`src/include/spectrum_defs.svh`:
```
`ifndef SPECTRUM_DEFS_SVH
`define SPECTRUM_DEFS_SVH

// grid size, one column per band
`define NUM_BANDS 6
`define NUM_LEVELS 6
`define NUM_LAYERS (`NUM_BANDS * `NUM_LEVELS)

// block size and spacing in pixels
`define BLOCK_W 95
`define BLOCK_H 69
`define PITCH_X 105
`define PITCH_Y 79

// top-left corner of the grid
`define ORIGIN_X 10
`define ORIGIN_Y 10

// band b uses fast shift b+FAST_SHIFT_BASE, slow shift adds SLOW_SHIFT_GAP
`define FAST_SHIFT_BASE 1
`define SLOW_SHIFT_GAP 2

// envelope loses env>>DECAY_SHIFT per sample
`define DECAY_SHIFT 4

// row r lights at (r+1)*LEVEL_STEP
`define LEVEL_STEP 128
`define POWER_W 11

`endif

```
`src/logic/spectrumPkg.sv`:
```
`default_nettype none

package spectrumPkg;

	// raster position, 640x480 fits in 10 by 9 bits
	typedef struct packed {
		logic [9:0] x;
		logic [8:0] y;
	} pixelPos_t;

	// 24-bit colour
	typedef struct packed {
		logic [7:0] r;
		logic [7:0] g;
		logic [7:0] b;
	} rgb_t;

	// one display layer for the current pixel
	typedef struct packed {
		logic valid;
		rgb_t colour;
	} layerPix_t;

	// signed audio sample, one channel
	typedef logic signed [15:0] sample_t;

	// the display palette
	localparam rgb_t BLACK = '{r: 8'd0, g: 8'd0, b: 8'd0};
	localparam rgb_t GREEN = '{r: 8'd0, g: 8'd255, b: 8'd0};
	localparam rgb_t YELLOW = '{r: 8'd255, g: 8'd255, b: 8'd0};
	localparam rgb_t RED = '{r: 8'd255, g: 8'd0, b: 8'd0};

endpackage

`default_nettype wire
```
`src/logic/bandPower.sv`:
```
`timescale 1ns/1ps
`default_nettype none

`include "spectrum_defs.svh"

module bandPower #(
	parameter int FAST_SHIFT = 1,
	parameter int SLOW_SHIFT = 3
) (
	input logic clk,
	input logic rstN,
	input logic enable,
	input logic sampleValid,
	input spectrumPkg::sample_t audioL,
	input spectrumPkg::sample_t audioR,
	output logic [`POWER_W-1:0] power
);
	import spectrumPkg::*;

	// fractional bits kept below the sample LSB in both filters
	localparam int FRAC_W = 8;
	localparam int ACC_W = $bits(sample_t) + FRAC_W;
	localparam logic [`POWER_W-1:0] POWER_MAX = '1;

	logic signed [$bits(sample_t):0] stereoSum;
	sample_t mono;
	logic signed [ACC_W-1:0] monoExt;

	logic signed [ACC_W-1:0] fastLp;
	logic signed [ACC_W-1:0] slowLp;
	logic signed [ACC_W-1:0] fastNext;
	logic signed [ACC_W-1:0] slowNext;
	logic signed [ACC_W:0] fastErr;
	logic signed [ACC_W:0] slowErr;

	logic signed [ACC_W:0] bandDiff;
	logic [ACC_W-1:0] bandMag;
	logic [ACC_W-FRAC_W-1:0] bandInt;
	logic [`POWER_W-1:0] bandSat;

	logic [`POWER_W-1:0] env;
	logic [`POWER_W-1:0] envDecay;
	logic [`POWER_W-1:0] envNext;

	// mono mix, (L+R)>>>1 is the sum without its LSB
	always_comb begin
		stereoSum = {audioL[$bits(sample_t)-1], audioL} + {audioR[$bits(sample_t)-1], audioR};
		mono = stereoSum[$bits(sample_t):1];
		monoExt = {mono, {FRAC_W{1'b0}}};
	end

	// two one-pole low-pass filters, the slow one sets the lower band edge
	always_comb begin
		fastErr = monoExt - fastLp;
		slowErr = monoExt - slowLp;
		fastNext = ACC_W'(fastLp + (fastErr >>> FAST_SHIFT));
		slowNext = ACC_W'(slowLp + (slowErr >>> SLOW_SHIFT));
	end

	// band-pass magnitude in whole sample units
	always_comb begin
		bandDiff = fastNext - slowNext;
		bandMag = bandDiff[ACC_W] ? ACC_W'(-bandDiff) : ACC_W'(bandDiff);
		bandInt = bandMag[ACC_W-1:FRAC_W];
		bandSat = (bandInt > POWER_MAX) ? POWER_MAX : bandInt[`POWER_W-1:0];
	end

	// leaky peak hold
	always_comb begin
		envDecay = env - (env >> `DECAY_SHIFT);
		envNext = (bandSat > envDecay) ? bandSat : envDecay;
	end

	// a disabled band holds its whole state at zero
	always_ff @(posedge clk) begin
		if (!rstN || !enable) begin
			fastLp <= '0;
			slowLp <= '0;
			env <= '0;
		end else if (sampleValid) begin
			fastLp <= fastNext;
			slowLp <= slowNext;
			env <= envNext;
		end
	end

	assign power = enable ? env : '0;

endmodule

`default_nettype wire

```
`src/logic/layerMixer.sv`:
```
`timescale 1ns/1ps
`default_nettype none

`include "spectrum_defs.svh"

module layerMixer (
	input logic clk,
	input logic rstN,
	input spectrumPkg::layerPix_t layers [`NUM_LAYERS],
	output spectrumPkg::rgb_t colour
);
	import spectrumPkg::*;

	localparam int IDX_W = $clog2(`NUM_LAYERS);

	logic anyHit;
	logic [IDX_W-1:0] hitIdx;
	rgb_t pickedColour;

	// priority encoder, highest valid index wins
	// later loop passes override earlier ones
	always_comb begin
		anyHit = 1'b0;
		hitIdx = '0;
		for (int i = 0; i < `NUM_LAYERS; i++) begin
			if (layers[i].valid) begin
				anyHit = 1'b1;
				hitIdx = IDX_W'(i);
			end
		end
	end

	// background is black
	always_comb begin
		if (anyHit) begin
			pickedColour = layers[hitIdx].colour;
		end else begin
			pickedColour = BLACK;
		end
	end

	// output register, second stage of the pixel pipeline
	always_ff @(posedge clk) begin
		if (!rstN) begin
			colour <= BLACK;
		end else begin
			colour <= pickedColour;
		end
	end

endmodule

`default_nettype wire

```
`src/logic/levelBlock.sv`:
```
`timescale 1ns/1ps
`default_nettype none

`include "spectrum_defs.svh"

module levelBlock #(
	parameter int BAND = 0,
	parameter int LEVEL = 0
) (
	input logic clk,
	input logic rstN,
	input spectrumPkg::pixelPos_t pixel,
	input logic [`POWER_W-1:0] power,
	output spectrumPkg::layerPix_t layer
);
	import spectrumPkg::*;

	// rectangle of this tile, row 0 sits at the bottom of the grid
	localparam int LEFT = `ORIGIN_X + BAND * `PITCH_X;
	localparam int TOP = `ORIGIN_Y + (`NUM_LEVELS - 1 - LEVEL) * `PITCH_Y;

	localparam logic [9:0] X_LO = 10'(LEFT);
	localparam logic [9:0] X_HI = 10'(LEFT + `BLOCK_W);
	localparam logic [8:0] Y_LO = 9'(TOP);
	localparam logic [8:0] Y_HI = 9'(TOP + `BLOCK_H);

	// power needed before this row lights
	localparam logic [`POWER_W-1:0] THRESHOLD = `POWER_W'((LEVEL + 1) * `LEVEL_STEP);

	// green for the lower half, yellow above it, red on top
	localparam rgb_t ROW_COLOUR = (LEVEL < 3) ? GREEN : (LEVEL < 5) ? YELLOW : RED;

	logic insideX;
	logic insideY;
	logic aboveThreshold;
	logic litNext;
	logic litQ;

	// upper bounds are exclusive
	always_comb begin
		insideX = (pixel.x >= X_LO) && (pixel.x < X_HI);
		insideY = (pixel.y >= Y_LO) && (pixel.y < Y_HI);
	end

	assign aboveThreshold = (power >= THRESHOLD);
	assign litNext = insideX && insideY && aboveThreshold;

	// one cycle from pixel to layer
	always_ff @(posedge clk) begin
		if (!rstN) begin
			litQ <= 1'b0;
		end else begin
			litQ <= litNext;
		end
	end

	// the colour is fixed per row, only valid moves
	always_comb begin
		layer.valid = litQ;
		layer.colour = ROW_COLOUR;
	end

endmodule

`default_nettype wire

```
`src/logic/screenManager.sv`:
```
`timescale 1ns/1ps
`default_nettype none

`include "spectrum_defs.svh"

module screenManager (
	input logic clk,
	input logic rstN,

	// audio side, one strobe per stereo sample
	input logic sampleValid,
	input spectrumPkg::sample_t audioL,
	input spectrumPkg::sample_t audioR,
	input logic [`NUM_BANDS-1:0] bandEnable,

	// raster side
	input spectrumPkg::pixelPos_t pixel,
	output spectrumPkg::rgb_t colour
);
	import spectrumPkg::*;

	logic [`POWER_W-1:0] power [`NUM_BANDS];
	layerPix_t layers [`NUM_LAYERS];

	for (genvar b = 0; b < `NUM_BANDS; b++) begin : bandGen
		// higher bands get longer filter time constants
		bandPower #(
			.FAST_SHIFT(b + `FAST_SHIFT_BASE),
			.SLOW_SHIFT(b + `FAST_SHIFT_BASE + `SLOW_SHIFT_GAP)
		) bandPower_inst (
			.clk(clk),
			.rstN(rstN),
			.enable(bandEnable[b]),
			.sampleValid(sampleValid),
			.audioL(audioL),
			.audioR(audioR),
			.power(power[b])
		);

		// one column of tiles per band, index b*NUM_LEVELS+r
		for (genvar r = 0; r < `NUM_LEVELS; r++) begin : levelGen
			levelBlock #(
				.BAND(b),
				.LEVEL(r)
			) levelBlock_inst (
				.clk(clk),
				.rstN(rstN),
				.pixel(pixel),
				.power(power[b]),
				.layer(layers[b * `NUM_LEVELS + r])
			);
		end
	end

	layerMixer layerMixer_inst (
		.clk(clk),
		.rstN(rstN),
		.layers(layers),
		.colour(colour)
	);

endmodule

`default_nettype wire

```
`config.mk`:
```
export PLATFORM = sky130hd
export DESIGN_NAME = screenManager
export DESIGN_NICKNAME = d
export VERILOG_FILES = /design/src/logic/spectrumPkg.sv /design/src/logic/bandPower.sv /design/src/logic/layerMixer.sv /design/src/logic/levelBlock.sv /design/src/logic/screenManager.sv
export VERILOG_INCLUDE_DIRS = /design/src /design/src/include
export SDC_FILE = /design/constraint.sdc
export NUM_CORES = 2
export LEC_CHECK = 0
export BUFFER_PORTS_ARGS = -buffer_cell sky130_fd_sc_hd__clkbuf_2
export CORE_MARGIN = 3
export CORE_UTILIZATION = 70
export CTS_CLUSTER_SIZE = 30
export DETAILED_ROUTE_END_ITERATION = 6
export PLACE_DENSITY = 0.87
export SYNTH_ARGS = -nofsm -noshare
export SYNTH_HDL_FRONTEND = slang
export SYNTH_SLANG_ARGS = --single-unit
```
`constraint.sdc`:
```
create_clock -name clk -period 25.1 [get_ports clk]
set_input_delay 5.02 -clock clk [delete_from_list [all_inputs] [get_ports clk]]
set_output_delay 5.02 -clock clk [all_outputs]
set_load 0.05 [all_outputs]
```
==> impl_metrics.toml <==
[placed_design]
port_buffers = 75
placed_area_mm2 = 0.0510
place.gp.congestion = 0.942
dp_hpwl_um = 98600
dp_worst_setup_slack_ns = 7.71

[critical_path]
crit_path_end_kind = "flop"
crit_type = "in -> reg"
timing.critical_path.from = "audioL[1]"
worstPathMaxFanout = 17
cp.required_ns = 25.56
critPathArrivalTime_ns = 17.37
reg2reg_slack_ns = 13.62
slowest_stage = "and4_1"
worst_r2r_path_depth = 45
timing.rr.start = "bandGen[3].bandPower_inst.slowLp[1]$_SDFFE_PP0P_"
crit_end = "bandGen[4].bandPower_inst.env[3]$_SDFFE_PP0P_"
critPathLaunchType = "input pin"
slowest_delay_ns = 0.55
r2r_end = "bandGen[3].bandPower_inst.env[8]$_SDFFE_PP0P_"

[cts]
clock_latency_ns = 0.62
hold_buffers = 0
clock-sinks = 392
numCtsBuffers = 50
root_buffer = "clkbuf_16"
cts_tree = "done"
cts_resized = 0
htree_levels = 2
post_cts_buffers = 0
path_clk_slew_ns = 0.06
cts_buffer_depth = 3

[timing]
hold_viol = 0
relSlewSlack_pct = 21.5
fin_setup_tns_ns = 0
fmax_ghz = 0.0591
worst_pin_slew_ns = 1.16
drv_slew = 0
finalWorstSetupSlack_ns = 8.19
rsz0062_at_grt = "no"
fin_crit_ns = 16.91
setup_violations = 0
fin_crit_sh_pct = 67.4
finClkSkew_ns = 0.0197

[synth]
synth_cell_types = 121
synth_area_mm2 = 0.0499
yosys_warnings = 0
synth-seq-area-share_pct = 15.7
synth_edf_count = 0
yosys_most_used_dff = "dfxtp_1"
ys_ff_latch = 392
avgSynthCellArea_um2 = 7.67
synthCells = 6498
async_flop_share_pct = 0

[cells_and_area]
ff_latch_area_mm2 = 0.00785
final_cell_mix = "734 x ha_1, 680 x nor2_1, 517 x inv_1"
multiInputGateArea_mm2 = 0.0394
finalInstanceArea_mm2 = 0.0527
final_layout_size_suffix_gt1_share_pct = 5.46
final_common_cell = "ha_1"
fillCellCount = 5202
finalNetCount = 7300
areaGrowthSynthToFinish_pct = 5.76

[floorplan]
io-pin-count = 84
die_x_um = 273
initial_core_util_pct = 71.0
die_area_mm2 = 0.0745
die_h_um = 273
coreArea_mm2 = 0.0703
rows = 97

[min_path]
hp-class = "reg -> reg"
hold-path-cell-count = 2

[global_routing]
grt_usage_pct = 34.5
grt_pass1_wl_um = 217000
grt_pass1_vias = 44662
grt_overflow_total = 0
grt_antenna_before_repair = 1
grt_max_degree = 149

[drt]
first_pass_iters = 6
routed_via_density = 6.35
vias = 47409
ant_nets = 0
route.detailed.drc = 0
wl_per_cell_um = 17.8
first_iter_violations = 3825
routed_wirelength_um = 133000

[run]
drv_cap = 0

[status]
status = "finished, final reports clean"
-- worst max-delay path: cells and delay by family --
| kind | cells | cell delay, ns |
|---|---|---|
| fa+ha+maj | 5 | 1.64 |
| buf+inv | 4 | 0.54 |
| xor+xnor | 4 | 0.75 |
| simple gates | 14 | 3.17 |
| compound gates | 32 | 6.21 |
-- how the worst min path moves through the flow --
stage	start	end	slack [ns]
after global routing	bandGen[2].bandPower_inst.env[0]$_SDFFE_PP0P_	bandGen[2].bandPower_inst.env[0]$_SDFFE_PP0P_	0.49
after CTS	bandGen[1].bandPower_inst.env[0]$_SDFFE_PP0P_	bandGen[1].bandPower_inst.env[0]$_SDFFE_PP0P_	0.46
after detailed placement	bandGen[1].bandPower_inst.env[0]$_SDFFE_PP0P_	bandGen[1].bandPower_inst.env[0]$_SDFFE_PP0P_	0.46
after floorplan	bandGen[2].bandPower_inst.env[0]$_SDFFE_PP0P_	bandGen[2].bandPower_inst.env[0]$_SDFFE_PP0P_	0.44
final	bandGen[1].bandPower_inst.env[0]$_SDFFE_PP0P_	bandGen[1].bandPower_inst.env[0]$_SDFFE_PP0P_	0.46
after global placement	bandGen[1].bandPower_inst.env[0]$_SDFFE_PP0P_	bandGen[1].bandPower_inst.env[0]$_SDFFE_PP0P_	0.45
-- cell type report --
type                            count  area share, %
Multi-Input combinational cell   5413           74.7
Sequential cell                   392           14.9
Inverter                          518           3.70
Clock buffer                       68           2.71
Tap cell                          940           2.23
Timing Repair Buffer              110           1.25
Clock inverter                     24          0.529
Antenna cell                        4         0.0190
-- synth_stat cells, types with 26 or more instances --
| library cell | n | area [um2] |
|---|---|---|
| dfxtp_1 | 392 | 7850 |
| nand2_1 | 380 | 1430 |
| xnor2_1 | 431 | 3770 |
| clkbuf_1 | 124 | 465 |
| a21boi_0 | 35 | 263 |
| nor2b_1 | 141 | 882 |
| a21oi_1 | 440 | 2200 |
| buf_1 | 26 | 97.6 |
| xor2_1 | 210 | 1840 |
| o21ai_0 | 292 | 1460 |
| nand3_1 | 119 | 596 |
| ha_1 | 734 | 9180 |
| and2_1 | 109 | 682 |
| a211oi_1 | 77 | 578 |
| o211ai_1 | 41 | 308 |
| nor4_1 | 41 | 257 |
| a31oi_1 | 55 | 344 |
| a21o_1 | 138 | 1040 |
| o31ai_1 | 50 | 375 |
| inv_1 | 518 | 1940 |
| nor2_1 | 685 | 2570 |
| nand2b_1 | 79 | 494 |
| o21bai_1 | 75 | 563 |
| a31o_2 | 26 | 228 |
| nor3_1 | 208 | 1040 |
| or2_2 | 31 | 194 |
| mux2i_1 | 192 | 1920 |
| or3_1 | 72 | 450 |
| o21a_1 | 153 | 1150 |
| and3_1 | 43 | 269 |
| nand4_1 | 43 | 269 |
-- flip-flops by register name (all words and copies together), names as in the netlist --
name	count
bandGen.bandPower_inst.env	66
bandGen.bandPower_inst.fastLp	144
bandGen.bandPower_inst.slowLp	144
bandGen.levelGen.levelBlock_inst.litQ	36
layerMixer_inst.colour	2
-- cells by family (layout without fill, tap and decap cells) --
logic type,after synthesis,count (layout),synth area share (%)
AO/OA/AOI/OAI,1733,1733,23.5
AND/OR/NAND/NOR,2053,2053,20.1
other,1,12,0.00752
buffers and inverters,700,720,5.51
adder cells (fa/ha/maj),759,759,19.3
multiplexers,217,217,4.44
flip-flops,392,392,15.7
XOR/XNOR,643,643,11.3
-- per-stage QoR --
| stage | hold slack (ns) | utilization [%] | cells |
|---|---|---|---|
| final | 0.462 | 75.1 | 7469 |
| after global routing | 0.492 | 75.0 | 7465 |
| after CTS | 0.464 | 75.0 | 7465 |
| after detailed placement | 0.456 | 72.6 | 7373 |
| after global placement | 0.450 | 72.6 | 7373 |
| after floorplan | 0.441 | - | 6505 |
-- metal layers --
metal	up-vias	wire (um)	track usage, %
met5	-	0	0
met4	0	4760	12.2
met3	322	11300	4.68
met2	1775	58500	56.2
met1	21951	58400	46.7
li1	23361	-	-
Power is left out: the tool's default activity adds up to more than one toggle a clock period on the data nets, which glitch-free logic cannot reach.
